===== src/nora_bus_pkg.sv =====
// Internal slave bus of the NORA controller
// Address and data widths, register offsets of the simplified VIA
package nora_bus_pkg;

    // Slave address width, VIA decodes the low nibble only
    localparam int SLV_ADDR_W = 4;

    typedef logic [SLV_ADDR_W-1:0] slv_addr_t;   // Register offset
    typedef logic [7:0]            slv_data_t;   // One data byte

    // VIA register map, low four offsets only
    localparam slv_addr_t REG_ORB  = 4'd0;        // ORB on write, IRB on read
    localparam slv_addr_t REG_ORA  = 4'd1;        // ORA on write, IRA on read
    localparam slv_addr_t REG_DDRB = 4'd2;        // Port B direction, 1 = output
    localparam slv_addr_t REG_DDRA = 4'd3;        // Port A direction, 1 = output

    // Offsets 4..15 are unmapped
    // Reads give 0, writes are dropped

endpackage

===== src/nora_board_pkg.sv =====
// Board pin layout of the NORA GPIO ports
// Port A field map, port B LED bits and heartbeat default
package nora_board_pkg;

    // Port A bit fields, MSB first
    typedef struct packed {
        logic nes_data0;   // Bit 7, pad 0 serial data
        logic nes_data1;   // Bit 6, pad 1 serial data
        logic spare1;      // Bit 5, no pin
        logic spare0;      // Bit 4, no pin
        logic nes_clock;   // Bit 3, pad clock, pin active low
        logic nes_latch;   // Bit 2, pad latch, pin active low
        logic i2c_scl;     // Bit 1
        logic i2c_sda;     // Bit 0, open drain
    } porta_fields_t;

    // Same port A word, raw byte for the bus or split into pins
    typedef union packed {
        nora_bus_pkg::slv_data_t raw;
        porta_fields_t           fields;
    } porta_word_u;

    // IRB upper bits, fixed pattern seen by software
    localparam logic [5:0] PORTB_IN_HIGH = 6'b110000;

    // LED positions in ORB and DDRB
    localparam int LED0_BIT = 0;   // Falls back to heartbeat
    localparam int LED1_BIT = 1;   // Idles high

    // Heartbeat counter width
    // 22 bits at 48 MHz gives a blink of a few Hz
    localparam int BLINK_DIV_BITS = 22;

endpackage


===== src/nora_gpio_top.sv =====
// GPIO top of the NORA controller
// VIA register file, heartbeat and board pin mux on the internal slave bus
`timescale 1ns/1ps

module nora_gpio_top #(
    parameter int blink_div_bits = nora_board_pkg::BLINK_DIV_BITS  // Heartbeat counter width
) (
    input  logic                    clk6x,
    input  logic                    rst_n_i,            // Sync reset, active low
    // Internal slave bus
    input  logic                    slv_req_i,
    input  logic                    slv_rwn_i,          // 1 = read
    input  nora_bus_pkg::slv_addr_t slv_addr_i,
    input  nora_bus_pkg::slv_data_t slv_datawr_i,
    input  logic                    slv_datawr_valid_i,
    output nora_bus_pkg::slv_data_t slv_datard_o,
    // Board pins
    input  logic                    nes_data0_i,
    input  logic                    nes_data1_i,
    input  logic                    i2c_scl_i,
    input  logic                    i2c_sda_i,
    output logic                    nes_clock_o,
    output logic                    nes_latch_o,
    output logic                    i2c_scl_o,
    output logic                    i2c_scl_oe_o,
    output logic                    i2c_sda_oe_o,
    output logic                    cpu_led0_o,
    output logic                    cpu_led1_o
);

    nora_bus_pkg::slv_data_t ora;    // Output regs
    nora_bus_pkg::slv_data_t orb;
    nora_bus_pkg::slv_data_t ddra;   // Direction regs
    nora_bus_pkg::slv_data_t ddrb;
    nora_bus_pkg::slv_data_t ira;    // Pin readback
    nora_bus_pkg::slv_data_t irb;
    logic                    blink_led;

    via_gpio_regs u_regs (
        .clk6x              (clk6x),
        .rst_n_i            (rst_n_i),
        .slv_req_i          (slv_req_i),
        .slv_rwn_i          (slv_rwn_i),
        .slv_datawr_valid_i (slv_datawr_valid_i),
        .slv_addr_i         (slv_addr_i),
        .slv_datawr_i       (slv_datawr_i),
        .slv_datard_o       (slv_datard_o),
        .ira_i              (ira),
        .irb_i              (irb),
        .ora_o              (ora),
        .orb_o              (orb),
        .ddra_o             (ddra),
        .ddrb_o             (ddrb)
    );

    // Alive indicator for LED0
    heartbeat_blinker #(
        .DIV_BITS (blink_div_bits)
    ) u_blink (
        .clk6x       (clk6x),
        .rst_n_i     (rst_n_i),
        .blink_led_o (blink_led)
    );

    board_pin_mux u_pins (
        .ora_i        (ora),
        .orb_i        (orb),
        .ddra_i       (ddra),
        .ddrb_i       (ddrb),
        .blink_led_i  (blink_led),
        .nes_data0_i  (nes_data0_i),
        .nes_data1_i  (nes_data1_i),
        .i2c_scl_i    (i2c_scl_i),
        .i2c_sda_i    (i2c_sda_i),
        .nes_clock_o  (nes_clock_o),
        .nes_latch_o  (nes_latch_o),
        .i2c_scl_o    (i2c_scl_o),
        .i2c_scl_oe_o (i2c_scl_oe_o),
        .i2c_sda_oe_o (i2c_sda_oe_o),
        .cpu_led0_o   (cpu_led0_o),
        .cpu_led1_o   (cpu_led1_o),
        .ira_o        (ira),
        .irb_o        (irb)
    );

endmodule


===== src/board_pin_mux.sv =====
// Board pin mux for the VIA ports
// Drives NES, I2C and LED pins and packs pin states into IRA/IRB
`timescale 1ns/1ps

module board_pin_mux (
    input  nora_bus_pkg::slv_data_t ora_i,
    input  nora_bus_pkg::slv_data_t orb_i,
    input  nora_bus_pkg::slv_data_t ddra_i,      // 1 = output
    input  nora_bus_pkg::slv_data_t ddrb_i,
    input  logic                    blink_led_i, // Heartbeat for LED0
    input  logic                    nes_data0_i,
    input  logic                    nes_data1_i,
    input  logic                    i2c_scl_i,   // SCL line level
    input  logic                    i2c_sda_i,   // SDA line level
    output logic                    nes_clock_o, // Active low
    output logic                    nes_latch_o, // Active low
    output logic                    i2c_scl_o,
    output logic                    i2c_scl_oe_o,
    output logic                    i2c_sda_oe_o, // High pulls SDA low
    output logic                    cpu_led0_o,
    output logic                    cpu_led1_o,
    output nora_bus_pkg::slv_data_t ira_o,
    output nora_bus_pkg::slv_data_t irb_o
);

    nora_board_pkg::porta_word_u ora_w;    // ORA split into pins
    nora_board_pkg::porta_word_u ddra_w;   // DDRA split into pins
    nora_board_pkg::porta_word_u ira_w;    // IRA built from pins

    assign ora_w.raw  = ora_i;
    assign ddra_w.raw = ddra_i;

    // NES pad lines, inactive high when not driven by software
    assign nes_clock_o = ddra_w.fields.nes_clock ? ~ora_w.fields.nes_clock : 1'b1;
    assign nes_latch_o = ddra_w.fields.nes_latch ? ~ora_w.fields.nes_latch : 1'b1;

    // SCL as value plus enable
    assign i2c_scl_o    = ora_w.fields.i2c_scl;
    assign i2c_scl_oe_o = ddra_w.fields.i2c_scl;

    // SDA open drain, only ever drives low
    assign i2c_sda_oe_o = ddra_w.fields.i2c_sda & ~ora_w.fields.i2c_sda;

    // LEDs, heartbeat on LED0 when software leaves it as input
    assign cpu_led0_o = ddrb_i[nora_board_pkg::LED0_BIT] ?
                        orb_i[nora_board_pkg::LED0_BIT] : blink_led_i;
    assign cpu_led1_o = ddrb_i[nora_board_pkg::LED1_BIT] ?
                        orb_i[nora_board_pkg::LED1_BIT] : 1'b1;

    // Port A pin readback
    always_comb
    begin
        ira_w.fields.nes_data0 = nes_data0_i;
        ira_w.fields.nes_data1 = nes_data1_i;
        ira_w.fields.spare1    = 1'b1;           // No pin, reads high
        ira_w.fields.spare0    = 1'b1;
        ira_w.fields.nes_clock = ~nes_clock_o;   // Back to active high
        ira_w.fields.nes_latch = ~nes_latch_o;
        ira_w.fields.i2c_scl   = i2c_scl_i;
        ira_w.fields.i2c_sda   = i2c_sda_i;
    end

    assign ira_o = ira_w.raw;

    // Port B readback, only the two LEDs are real pins
    assign irb_o = {nora_board_pkg::PORTB_IN_HIGH, cpu_led1_o, cpu_led0_o};

endmodule


===== src/heartbeat_blinker.sv =====
// Heartbeat blinker, free running counter whose MSB drives the LED
`timescale 1ns/1ps

module heartbeat_blinker #(
    parameter int DIV_BITS = nora_board_pkg::BLINK_DIV_BITS   // Counter width, 2 or more
) (
    input  logic clk6x,
    input  logic rst_n_i,       // Sync reset, active low
    output logic blink_led_o    // Half period is 2^(DIV_BITS-1) cycles
);

    logic [DIV_BITS-1:0] div_cnt;   // Wraps freely

    always_ff @(posedge clk6x)
    begin
        if (!rst_n_i)
        begin
            div_cnt <= '0;          // LED starts low
        end
        else
        begin
            div_cnt <= div_cnt + 1'b1;
        end
    end

    // MSB toggles at each half wrap
    assign blink_led_o = div_cnt[DIV_BITS-1];

endmodule


===== src/via_gpio_regs.sv =====
// GPIO part of the simplified 65C22 VIA
// ORA/ORB and DDRA/DDRB behind the internal slave bus, IRA/IRB read back
`timescale 1ns/1ps

module via_gpio_regs (
    input  logic                    clk6x,
    input  logic                    rst_n_i,             // Sync reset, active low
    // Slave bus
    input  logic                    slv_req_i,           // Access this cycle
    input  logic                    slv_rwn_i,           // 1 = read
    input  logic                    slv_datawr_valid_i,  // Write data valid at this edge
    input  nora_bus_pkg::slv_addr_t slv_addr_i,
    input  nora_bus_pkg::slv_data_t slv_datawr_i,
    output nora_bus_pkg::slv_data_t slv_datard_o,        // Held until next read
    // Pin side
    input  nora_bus_pkg::slv_data_t ira_i,               // Port A pin states
    input  nora_bus_pkg::slv_data_t irb_i,               // Port B pin states
    output nora_bus_pkg::slv_data_t ora_o,
    output nora_bus_pkg::slv_data_t orb_o,
    output nora_bus_pkg::slv_data_t ddra_o,              // 1 = output
    output nora_bus_pkg::slv_data_t ddrb_o
);

    logic                    wr_en;     // Write strobe
    logic                    rd_en;     // Read sample strobe
    nora_bus_pkg::slv_data_t rd_mux;    // Selected read byte

    nora_bus_pkg::slv_data_t ora_q;
    nora_bus_pkg::slv_data_t orb_q;
    nora_bus_pkg::slv_data_t ddra_q;
    nora_bus_pkg::slv_data_t ddrb_q;
    nora_bus_pkg::slv_data_t datard_q;

    // Data is only valid together with the valid strobe
    assign wr_en = slv_req_i & ~slv_rwn_i & slv_datawr_valid_i;
    assign rd_en = slv_req_i & slv_rwn_i;

    // Register writes
    always_ff @(posedge clk6x)
    begin
        if (!rst_n_i)
        begin
            ora_q  <= '0;
            orb_q  <= '0;
            ddra_q <= '0;     // All pins input after reset
            ddrb_q <= '0;
        end
        else if (wr_en)
        begin
            case (slv_addr_i)
                nora_bus_pkg::REG_ORB:  orb_q  <= slv_datawr_i;
                nora_bus_pkg::REG_ORA:  ora_q  <= slv_datawr_i;
                nora_bus_pkg::REG_DDRB: ddrb_q <= slv_datawr_i;
                nora_bus_pkg::REG_DDRA: ddra_q <= slv_datawr_i;
                default: ;          // Unmapped, dropped
            endcase
        end
    end

    // Read select
    // ORx offsets return the pin states, not the output latch
    always_comb
    begin
        case (slv_addr_i)
            nora_bus_pkg::REG_ORB:  rd_mux = irb_i;
            nora_bus_pkg::REG_ORA:  rd_mux = ira_i;
            nora_bus_pkg::REG_DDRB: rd_mux = ddrb_q;
            nora_bus_pkg::REG_DDRA: rd_mux = ddra_q;
            default:                rd_mux = '0;    // Unmapped reads 0
        endcase
    end

    // Read data register, one edge after the request
    always_ff @(posedge clk6x)
    begin
        if (!rst_n_i)
        begin
            datard_q <= '0;
        end
        else if (rd_en)
        begin
            datard_q <= rd_mux;
        end
    end

    assign slv_datard_o = datard_q;

    // To the pin mux
    assign ora_o  = ora_q;
    assign orb_o  = orb_q;
    assign ddra_o = ddra_q;
    assign ddrb_o = ddrb_q;

endmodule


===== config.mk =====
export PLATFORM = sky130hd
export DESIGN_NAME = nora_gpio_top
export DESIGN_NICKNAME = d
export VERILOG_FILES = /design/src/nora_bus_pkg.sv /design/src/nora_board_pkg.sv /design/src/nora_gpio_top.sv /design/src/board_pin_mux.sv /design/src/heartbeat_blinker.sv /design/src/via_gpio_regs.sv
export SDC_FILE = /design/constraint.sdc
export NUM_CORES = 1
export LEC_CHECK = 0
export ABC_AREA = 1
export BUFFER_PORTS_ARGS = -buffer_cell sky130_fd_sc_hd__buf_2
export CAP_MARGIN = 20
export CORE_MARGIN = 1.5
export CORE_UTILIZATION = 33
export CTS_BUF_LIST = sky130_fd_sc_hd__clkbuf_4 sky130_fd_sc_hd__clkbuf_8
export CTS_CLUSTER_DIAMETER = 40
export DETAILED_ROUTE_END_ITERATION = 16
export PLACE_DENSITY = 0.55
export SKIP_LAST_GASP = 1
export SLEW_MARGIN = 20
export SYNTH_ARGS = -nofsm -noshare
export SYNTH_HDL_FRONTEND = slang
export SYNTH_HIERARCHICAL = 1
export SYNTH_SLANG_ARGS = --single-unit

===== constraint.sdc =====
create_clock -name clk6x -period 1.16 [get_ports clk6x]
set_input_delay 0.174 -clock clk6x [delete_from_list [all_inputs] [get_ports clk6x]]
set_output_delay 0.174 -clock clk6x [all_outputs]
set_load 0.01 [all_outputs]

==> results of run 1 <==
[where the power goes]
| group | leakage (nW) | switching [mW] | internal [mW] |
|---|---|---|---|
| logic | 1.02 | 0.166 | 0.113 |
| clock network | 0.0548 | 0.652 | 0.651 |
| registers | 0.431 | 0.0152 | 1.80 |
[critical path, stage by stage (launching register included)]
cell and delay, ns:
dfxtp_4 0.38, ha_4 0.15, nand2_4 0.07, nor2_8 0.12
nand2_4 0.07, nor2_4 0.15, buf_4 0.14, a21oi_2 0.04
[what timing repair did]
| item | in CTS | in global routing |
|---|---|---|
| hold buffers | 0 | 0 |
| pin swaps | 9 | 3 |
| endpoints found under the setup margin | 13 | 20 |
| gates resized for setup | 14 | 33 |
| buffers inserted | 5 | 2 |
[placed cells by master, fill, tap and decap left out, types with 3 or more instances in the layout]
cell      instances
inv_2             3
nand2_2           6
o21ai_1           8
nor2_2            4
nor2_8            3
o21ai_0          24
nand2_4           3
nand3_4           3
dfxtp_1          31
nand3_1          37
dfxtp_4           3
clkinv_4          3
nor2_4            9
buf_4            23
conb_1            8
clkbuf_8          5
nand3_2           6
buf_2            34
nor2_1           71
dfxtp_2          18
inv_1            21
nand2_1          69
a21oi_1          19
[layer usage]
metal | track usage | part of all wire | vias to the layer above
li1 | - | - | 1312
met2 | 0.276 | 0.51 | 32
met1 | 0.179 | 0.44 | 1110
met5 | 0 | 0 | -
met3 | 0.0324 | 0.037 | 5
met4 | 0.0410 | 0.0084 | 0
[through the flow]
step / std cells / TNS [ns] / power (mW)
global placement: 522 / -0.230 / 2.13
floorplan: 389 / -0.0193 / 2.04
global route: 537 / -1.10 / 3.54
detailed placement: 522 / -0.518 / 2.13
CTS: 535 / -0.205 / 3.43
finish: 537 / -0.171 / 3.39
[path summary, 6_finish.rpt]
kind	to	slack [ns]	cells past startpoint
max	u_blink/div_cnt[12]$_SDFF_PN0_	-0.05	7
min	u_regs/ddrb_o[7]$_SDFFE_PN0P_	0.12	3
max reg2reg	u_blink/div_cnt[12]$_SDFF_PN0_	-0.05	7
min reg2reg	u_blink/div_cnt[12]$_SDFF_PN0_	0.45	1
[sequential cells by signal, indices dropped and copies added, names as in the netlist]
signal,cells
u_blink/div_cnt,22
u_regs/ddrb_o,8
u_regs/ora_o,4
u_regs/slv_datard_o,8
u_regs/orb_o,2
u_regs/ddra_o,8
[area by class of cell]
type,count,area [um^2]
Clock inverter,3,46.3
Timing Repair Buffer,61,405
Inverter,29,125
Clock buffer,5,68.8
Fill cell,847,4500
Multi-Input combinational cell,285,1500
Sequential cell,52,1070
Tap cell,102,128
==> metrics.md, run 1 <==
| Metric | Value |
|---|---|
| Initial antenna violation count | 0 |
| ANT cells | 0 |
| DRT iter0 DRCs | 94 |
| Gr usage total | 0.152 |
| Die X-Extent | 93.7 um |
| Setup WS post-layout | -0.0484 ns |
| CP startpoint | u_blink/div_cnt[0]$_SDFF_PN0_ |
| I/O pin total | 36 |
| Reg clk slew, reported paths | 0.11 ns |
| Largest net degree at the start of global routing | 27 |
| First-pass GRT wire length | 10.4 mm |
| RSZ-0062 raised after global routing | yes |
| WP data arrival | 1.42 ns |
| Outcome | finished with violations |
| Via count | 2459 |
| # rows | 32 |
| Failing checks | setup timing |
| Crit end category | flip-flop |
| Min Tclk post-route | 1.21 ns |
| Die area | 8770 um^2 |
| Routability cong. | 0.802 |
| PD cells | 1010 nW/um^2 |
| Mean routed wirelength per cell | 11.7 um |
| Place WS | -0.0896 ns |
| Final core utilization | 0.427 |
| Reg2reg start | u_blink/div_cnt[0]$_SDFF_PN0_ |
| Via density | 4.58 |
| Cell count after synthesis | 383 |
| Total gr overflow | 0 |
| Final setup fails | 5 |
| Initial Utilization | 0.346 |
| Remaining antenna violation count after routing | 0 |
| Hold_sp | slv_datawr_i[7] |
| Drt first pass iters | 4 |
| Final worst path period share | 1.04 |
| Fmax | 0.828 GHz |
| Clock latency on the worst-skew pair | 0.31 ns |
| Placed inst area | 3060 um^2 |
| CTS H-tree lvls | 2 |
| Critical Path RT | 1.37 ns |
| Vias in the first global route | 2329 |
| Area Growth Syn to Fin | 23.5% |
| WS Path Type | flip-flop to flip-flop |
| CP max FO | 5 |
| Max VDD drop | 0.000500 V |
| Nets@finish | 456 |
| CTS buffer count | 5 |
| Cell Area, Synth | 2710 um^2 |
| Drt drc | 0 |
| Die H | 93.7 um |
| Share of cells above drive strength 1 | 0.310 |
| Fin area | 3350 um^2 |
| CTS Sinks | 52 |
| Class of the worst hold path | input port to flip-flop |
| Synth warn | 6 |
| Worst Setup Start Kind | flip-flop |
| Slew Viols, Final | 0 |
| Total Wirelength | 6.29 mm |
| Clock Skew | 0.0117 ns |
| Avg Cell Area, Syn | 7.08 um^2 |
| CORE AREA | 7850 um^2 |
| Static leakage | 1.50 nW |
| Root Driver | clkbuf_8 |
| Dpl hpwl | 4.64 mm |
| Hold Slack | 0.124 ns |
| Maxcap violations | 0 |
| Max clock buf depth | 2 |
| Fin. Hold Viols | 0 |
| CTS tree | yes |
| Port Buffers | 35 |
Power figures use the tool's default switching activity.
==> run 2: changes to the inputs <==
CAP_MARGIN = default   (was 20)
CORE_UTILIZATION = 55   (was 33)
CTS_CLUSTER_SIZE = 10   (was default)
PLACE_DENSITY = 0.82   (was 0.55)
==> run 2 against run 1 <==
  * The run still ends with setup timing left
  * Global-route usage up 8.3 points
  * Critical path depth unchanged
  * Fmax down 4.6%
  * Combinational power down 3%
  * Sequential cell count unchanged
  * Critical endpoint unchanged
  * Highest routed layer unchanged
==> metrics.md, run 2 (synthesized netlist as in run 1, its figures left out) <==
| Metric | Value |
|---|---|
| Drt first pass iters | 5 (was 4) |
| Commonest cells after routing, fill and taps aside | 73 x nor2_1, 70 x nand2_1, 42 x dfxtp_1, 37 x nand3_1, 34 x buf_2 (was 71 x nor2_1, 69 x nand2_1, 37 x nand3_1, 34 x buf_2, 31 x dfxtp_1) |
| ANT cells | 0 (unchanged) |
| CTS H-tree lvls | 2 (unchanged) |
| WS Path Type | flip-flop to flip-flop (unchanged) |
| Worst Setup Start Kind | flip-flop (unchanged) |
| Final Non-Filler Cells | 499 (was 537) |
| GR Util met1 | 0.251 (was 0.179) |
| I/O pin total | 36 (unchanged) |
| Die area | 5360 um^2 (was 8770 um^2) |
| Maxcap violations | 0 (unchanged) |
| Fin. Hold Viols | 0 (unchanged) |
| Initial Utilization | 0.574 (was 0.346) |
| Min Tclk post-route | 1.27 ns (was 1.21 ns) |
| Fmax | 0.789 GHz (was 0.828 GHz) |
| CTS tree | yes (unchanged) |
| Port Buffers | 35 (unchanged) |
| Largest net degree at the start of global routing | 27 (unchanged) |
| WP data arrival | 1.47 ns (was 1.42 ns) |
| DRT iter0 DRCs | 93 (was 94) |
| Via count | 2519 (was 2459) |
| Reg clk slew, reported paths | 0.10 ns (was 0.11 ns) |
| Total gr overflow | 0 (unchanged) |
| Worst setup endpoint | u_blink/div_cnt[12]$_SDFF_PN0_ (unchanged) |
| Routability cong. | 0.855 (was 0.802) |
| Failing checks | setup timing (unchanged) |
| Met3 Use GR | 0.0497 (was 0.0324) |
| Nets@finish | 453 (was 456) |
| Area Growth Syn to Fin | 17.9% (was 23.5%) |
| CTS buffer count | 5 (unchanged) |
| Reg-to-reg slack, setup | -0.11 ns (was -0.05 ns) |
| Crit end category | flip-flop (unchanged) |
| # rows | 25 (was 32) |
| Critical Path RT | 1.36 ns (was 1.37 ns) |
| Via density | 5.05 (was 4.58) |
| Max VDD drop | 0.000847 V (was 0.000500 V) |
| Setup WS post-layout | -0.107 ns (was -0.0484 ns) |
| Reg2reg start | u_blink/div_cnt[0]$_SDFF_PN0_ (unchanged) |
| Slew Viols, Final | 0 (unchanged) |
| Die X-Extent | 73.2 um (was 93.7 um) |
| CTS Sinks | 52 (unchanged) |
| Vias in the first global route | 2303 (was 2329) |
| Total Wirelength | 5.97 mm (was 6.29 mm) |
| CP startpoint | u_blink/div_cnt[0]$_SDFF_PN0_ (unchanged) |
| Dpl hpwl | 4.29 mm (was 4.64 mm) |
| Max clock buf depth | 2 (unchanged) |
| CP max FO | 5 (unchanged) |
| RSZ-0062 raised after global routing | yes (unchanged) |
| Cells after DPL | 484 (was 522) |
| Register with the most flip-flops | u_blink/div_cnt (unchanged) |
| Mean routed wirelength per cell | 12.0 um (was 11.7 um) |
| Gr usage total | 0.235 (was 0.152) |
| PD cells | 1040 nW/um^2 (was 1010 nW/um^2) |
| Hold_buf cts | 0 (unchanged) |
| Drt drc | 0 (unchanged) |
| Root Driver | clkbuf_8 (unchanged) |
| Commonest non-fill, non-tap cell in the layout | nor2_1 (unchanged) |
| Most used routing layer | met2 (unchanged) |
| Initial antenna violation count | 0 (unchanged) |
| Static leakage | 1.45 nW (was 1.50 nW) |
| Clock Skew | 0.00794 ns (was 0.0117 ns) |
| Remaining antenna violation count after routing | 0 (unchanged) |
| Final setup fails | 14 (was 5) |
| First-pass GRT wire length | 9.71 mm (was 10.4 mm) |
| Die H | 73.2 um (was 93.7 um) |
| Hold Slack | 0.121 ns (was 0.124 ns) |
| Share of cells above drive strength 1 | 0.269 (was 0.310) |
| CORE AREA | 4720 um^2 (was 7850 um^2) |
| Clock latency on the worst-skew pair | 0.31 ns (about the same) |
| Met2 usage | 0.442 (was 0.276) |
| Worst reg2reg path depth | 7 (unchanged) |
| Class of the worst hold path | input port to flip-flop (unchanged) |
| Worst R2R End | u_blink/div_cnt[12]$_SDFF_PN0_ (unchanged) |
| Final worst path period share | 1.09 (was 1.04) |
| Max FFs per register | 22 (unchanged) |
| Outcome | finished with violations (unchanged) |
-- run 2: changes by cell type in the layout (fill, tap and decap cells not counted), moves of 2 or more --
| cell | previous run | this run |
|---|---|---|
| dfxtp_1 | 31 | 42 |
| dfxtp_2 | 18 | 9 |
| buf_12 | 2 | 0 |
| dfxtp_4 | 3 | 1 |
| nor2_1 | 71 | 73 |
| nor2_4 | 9 | 7 |
-- run 2: worst min-delay path by stage --
| stage | startpoint | end | slack [ns] | depth (start not counted) |
|---|---|---|---|---|
| after floorplan | rst_n_i | u_blink/div_cnt[14]$_SDFF_PN0_ | 0.29 | 2 |
| after global placement | u_blink/div_cnt[0]$_SDFF_PN0_ | u_blink/div_cnt[0]$_SDFF_PN0_ | 0.44 | 1 |
| after detailed placement | slv_datawr_i[4] | u_regs/ddrb_o[4]$_SDFFE_PN0P_ | 0.45 | 3 |
| after CTS | slv_datawr_i[4] | u_regs/ddrb_o[4]$_SDFFE_PN0P_ | 0.12 | 3 |
| after global routing | slv_datawr_i[4] | u_regs/ddra_o[4]$_SDFFE_PN0P_ | 0.14 | 3 |
| final | slv_datawr_i[4] | u_regs/ddrb_o[4]$_SDFFE_PN0P_ | 0.12 | 3 |
-- run 2: per-stage QoR --
stage	area [um^2]	worst slack, ns	setup TNS, ns	power [mW]	utilization
after floorplan	2760	-0.00746	-0.0193	2.04	-
after global placement	2970	-0.0739	-0.691	2.10	0.628
after detailed placement	2970	-0.104	-1.32	2.11	0.628
after CTS	3120	-0.0630	-0.191	3.34	0.660
after global routing	3200	-0.179	-2.13	3.45	0.677
final	3200	-0.107	-0.791	3.32	0.677
-- run 2: timing repair --
item	4_1_cts	5_1_grt
endpoints found under the hold margin	0	0
pin swaps	5	9
resized for setup	10	15
cloned	0	0
setup buffers	2	5
endpoints found under the setup margin	16	21
-- run 2: report_power, final --
group | total, mW | switching (mW) | internal (mW)
logic | 0.270 | 0.162 | 0.108
clock network | 1.24 | 0.599 | 0.639
registers | 1.82 | 0.0137 | 1.80
total | 3.32 | 0.775 | 2.55
-- run 2: per-layer routing --
| metal | part of all wire | vias up |
|---|---|---|
| met1 | 0.41 | 1142 |
| met4 | 0.018 | 0 |
| met2 | 0.53 | 56 |
| met5 | 0 | - |
| met3 | 0.042 | 13 |
| li1 | - | 1308 |
-- run 2: final cells by class --
cell class              count  area [um^2]
clock buffers               5         68.8
clock inverters             3         42.5
fillers                   409         1530
inverters                  29          125
multi-input cells         285         1470
flip-flops and latches     52         1060
well taps                  67         83.8
repair buffers             58          354
-- run 2: worst max-delay path, stage by stage, from the launching register on --
cell     delay (ns)
dfxtp_2        0.36
ha_4           0.15
nand2_4        0.07
nor2_8         0.16
nand2_4        0.09
nor2_4         0.17
buf_4          0.13
a21oi_1        0.05
==> run 3: changes to the inputs <==
CORE_UTILIZATION = 45   (was 55)
PLACE_DENSITY = 0.7   (was 0.82)
==> run 3 against run 2 <==
  * The run still ends with setup timing left
  * Cell count grew 1.6%
  * Critical path type unchanged
  * Largest cell class unchanged
  * Power shrank 6.8%
  * Cell area grew 1.8%
==> metrics.md, run 3 (synthesized netlist as in run 1, its figures left out) <==
| Metric | Value |
|---|---|
| Overall power | 3.10 mW (was 3.32 mW) |
| Placed inst area | 3030 um^2 (was 2970 um^2) |
| PD cells | 952 nW/um^2 (was 1040 nW/um^2) |
| Drt drc | 0 (unchanged) |
| # rows | 28 (was 25) |
| Via density | 4.84 (was 5.05) |
| Largest net degree at the start of global routing | 28 (was 27) |
| I/O pin total | 36 (unchanged) |
| Setup WS post-layout | -0.0727 ns (was -0.107 ns) |
| Root Driver | clkbuf_8 (unchanged) |
| WS Path Type | flip-flop to flip-flop (unchanged) |
| Die X-Extent | 80.6 um (was 73.2 um) |
| CTS Sinks | 52 (unchanged) |
| Routability cong. | 0.787 (was 0.855) |
| Dpl hpwl | 4.29 mm (about the same) |
| Final Non-Filler Cells | 507 (was 499) |
| Reg-to-reg slack, setup | -0.07 ns (was -0.11 ns) |
| CORE AREA | 5890 um^2 (was 4720 um^2) |
| First-pass GRT wire length | 9.94 mm (was 9.71 mm) |
| Fin area | 3250 um^2 (was 3200 um^2) |
| Hold_sp | slv_datawr_i[7] (was slv_datawr_i[4]) |
| Vias in the first global route | 2366 (was 2303) |
| Hold path depth | 3 (unchanged) |
| CTS buffer count | 5 (unchanged) |
| Commonest cells after routing, fill and taps aside | 71 x nor2_1, 69 x nand2_1, 38 x nand3_1, 36 x dfxtp_1, 35 x buf_2 (was 73 x nor2_1, 70 x nand2_1, 42 x dfxtp_1, 37 x nand3_1, 34 x buf_2) |
| DRT iter0 DRCs | 107 (was 93) |
| Total Wirelength | 5.86 mm (was 5.97 mm) |
| Max clock buf depth | 2 (unchanged) |
| Failing checks | setup timing (unchanged) |
| Outcome | finished with violations (unchanged) |
| Reg2reg start | u_blink/div_cnt[1]$_SDFF_PN0_ (was u_blink/div_cnt[0]$_SDFF_PN0_) |
| Cells after DPL | 494 (was 484) |
| Via count | 2453 (was 2519) |
| WP data arrival | 1.42 ns (was 1.47 ns) |
| Die area | 6500 um^2 (was 5360 um^2) |
| CP max FO | 4 (was 5) |
| Static leakage | 1.50 nW (was 1.45 nW) |
| Worst Setup Start Kind | flip-flop (unchanged) |
| Slew Viols, Final | 0 (unchanged) |
| Critical Path RT | 1.35 ns (was 1.36 ns) |
| Clock Skew | 0.00723 ns (was 0.00794 ns) |
| Remaining antenna violation count after routing | 0 (unchanged) |
| Register with the most flip-flops | u_blink/div_cnt (unchanged) |
| Commonest non-fill, non-tap cell in the layout | nor2_1 (unchanged) |
| Worst R2R End | u_blink/div_cnt[6]$_SDFF_PN0_ (was u_blink/div_cnt[12]$_SDFF_PN0_) |
| Final setup fails | 4 (was 14) |
| Clock latency on the worst-skew pair | 0.31 ns (about the same) |
| Max VDD drop | 0.000512 V (was 0.000847 V) |
| Mean routed wirelength per cell | 11.6 um (was 12.0 um) |
| WHS Endpoint | u_regs/ddra_o[7]$_SDFFE_PN0P_ (was u_regs/ddrb_o[4]$_SDFFE_PN0P_) |
| Class of the worst hold path | input port to flip-flop (unchanged) |
| Drt first pass iters | 4 (was 5) |
| Total negative slack | -0.154 ns (was -0.791 ns) |
| Fmax | 0.811 GHz (was 0.789 GHz) |
| Port Buffers | 35 (unchanged) |
| Worst reg2reg path depth | 7 (unchanged) |
| Min Tclk post-route | 1.23 ns (was 1.27 ns) |
| Crit end category | flip-flop (unchanged) |
| Share of cells above drive strength 1 | 0.287 (was 0.269) |
| Initial antenna violation count | 0 (unchanged) |
| Area Growth Syn to Fin | 20.0% (was 17.9%) |
| Initial Utilization | 0.461 (was 0.574) |
| Reg clk slew, reported paths | 0.09 ns (was 0.10 ns) |
| Total gr overflow | 0 (unchanged) |
| Gr usage total | 0.196 (was 0.235) |
| Final worst path period share | 1.06 (was 1.09) |
| RSZ-0062 raised after global routing | yes (unchanged) |
| Place WS | -0.141 ns (was -0.104 ns) |
| Die H | 80.6 um (was 73.2 um) |
| CTS tree | yes (unchanged) |
| ANT cells | 0 (unchanged) |
| CTS H-tree lvls | 2 (unchanged) |
| Fin. Hold Viols | 0 (unchanged) |
| Maxcap violations | 0 (unchanged) |
| Nets@finish | 454 (was 453) |
| Max FFs per register | 22 (unchanged) |
==> run 3: cell count changes in the layout (fill, tap and decap cells not counted), moves of 2 or more <==
cell	before	now
buf_12	0	3
dfxtp_4	1	6
dfxtp_1	42	36
buf_4	23	21
nor2_1	73	71
nand2_4	2	4
==> run 3: worst max path at each step <==
stage | start | endpoint
global route | u_blink/div_cnt[1]$_SDFF_PN0_ | u_blink/div_cnt[6]$_SDFF_PN0_
global placement | slv_addr_i[0] | u_regs/ddra_o[3]$_SDFFE_PN0P_
detailed placement | slv_addr_i[0] | u_regs/ddra_o[4]$_SDFFE_PN0P_
CTS | u_blink/div_cnt[0]$_SDFF_PN0_ | u_blink/div_cnt[20]$_SDFF_PN0_
floorplan | u_blink/div_cnt[0]$_SDFF_PN0_ | u_blink/div_cnt[16]$_SDFF_PN0_
finish | u_blink/div_cnt[1]$_SDFF_PN0_ | u_blink/div_cnt[6]$_SDFF_PN0_
==> run 3: stage by stage <==
stage               hold WS (ns)  utilization
floorplan                  0.295            -
global placement           0.440        0.514
detailed placement         0.443        0.514
CTS                        0.118        0.534
global route               0.139        0.553
finish                     0.125        0.553
==> run 3: cell type report <==
type | count | area [um^2]
Tap cell | 75 | 93.8
Timing Repair Buffer | 59 | 393
Fill cell | 576 | 2630
Multi-Input combinational cell | 285 | 1490
Clock buffer | 6 | 76.3
Sequential cell | 52 | 1080
Inverter | 29 | 125
Clock inverter | 1 | 5.00
==> run 3: critical path: stages (launching register included) <==
cell,delay [ns]
dfxtp_4,0.38
ha_4,0.14
nand2_4,0.06
nor2_8,0.13
nand2_4,0.07
buf_4,0.14
xor2_1,0.15
nor2_1,0.06
==> run 3: report_power, final <==
part           switching (mW)  internal [mW]  leakage [nW]  total [mW]
logic                   0.166          0.121          1.02       0.286
registers              0.0157           1.79         0.429        1.81
clock network           0.569          0.435        0.0445        1.00
==> run 3: routing by layer <==
layer,share of wire,track usage
met4,0.012,0.0741
met5,0,0
met3,0.048,0.0330
met1,0.42,0.223
met2,0.52,0.362
==> run 3: repair_timing <==
| item | 4_1_cts | 5_1_grt |
|---|---|---|
| gates cloned | 0 | 0 |
| resized for setup | 7 | 32 |
| pin swaps | 9 | 12 |
| hold buffers | 0 | 0 |
| endpoints found under the setup margin | 13 | 19 |
| buffers inserted | 3 | 3 |
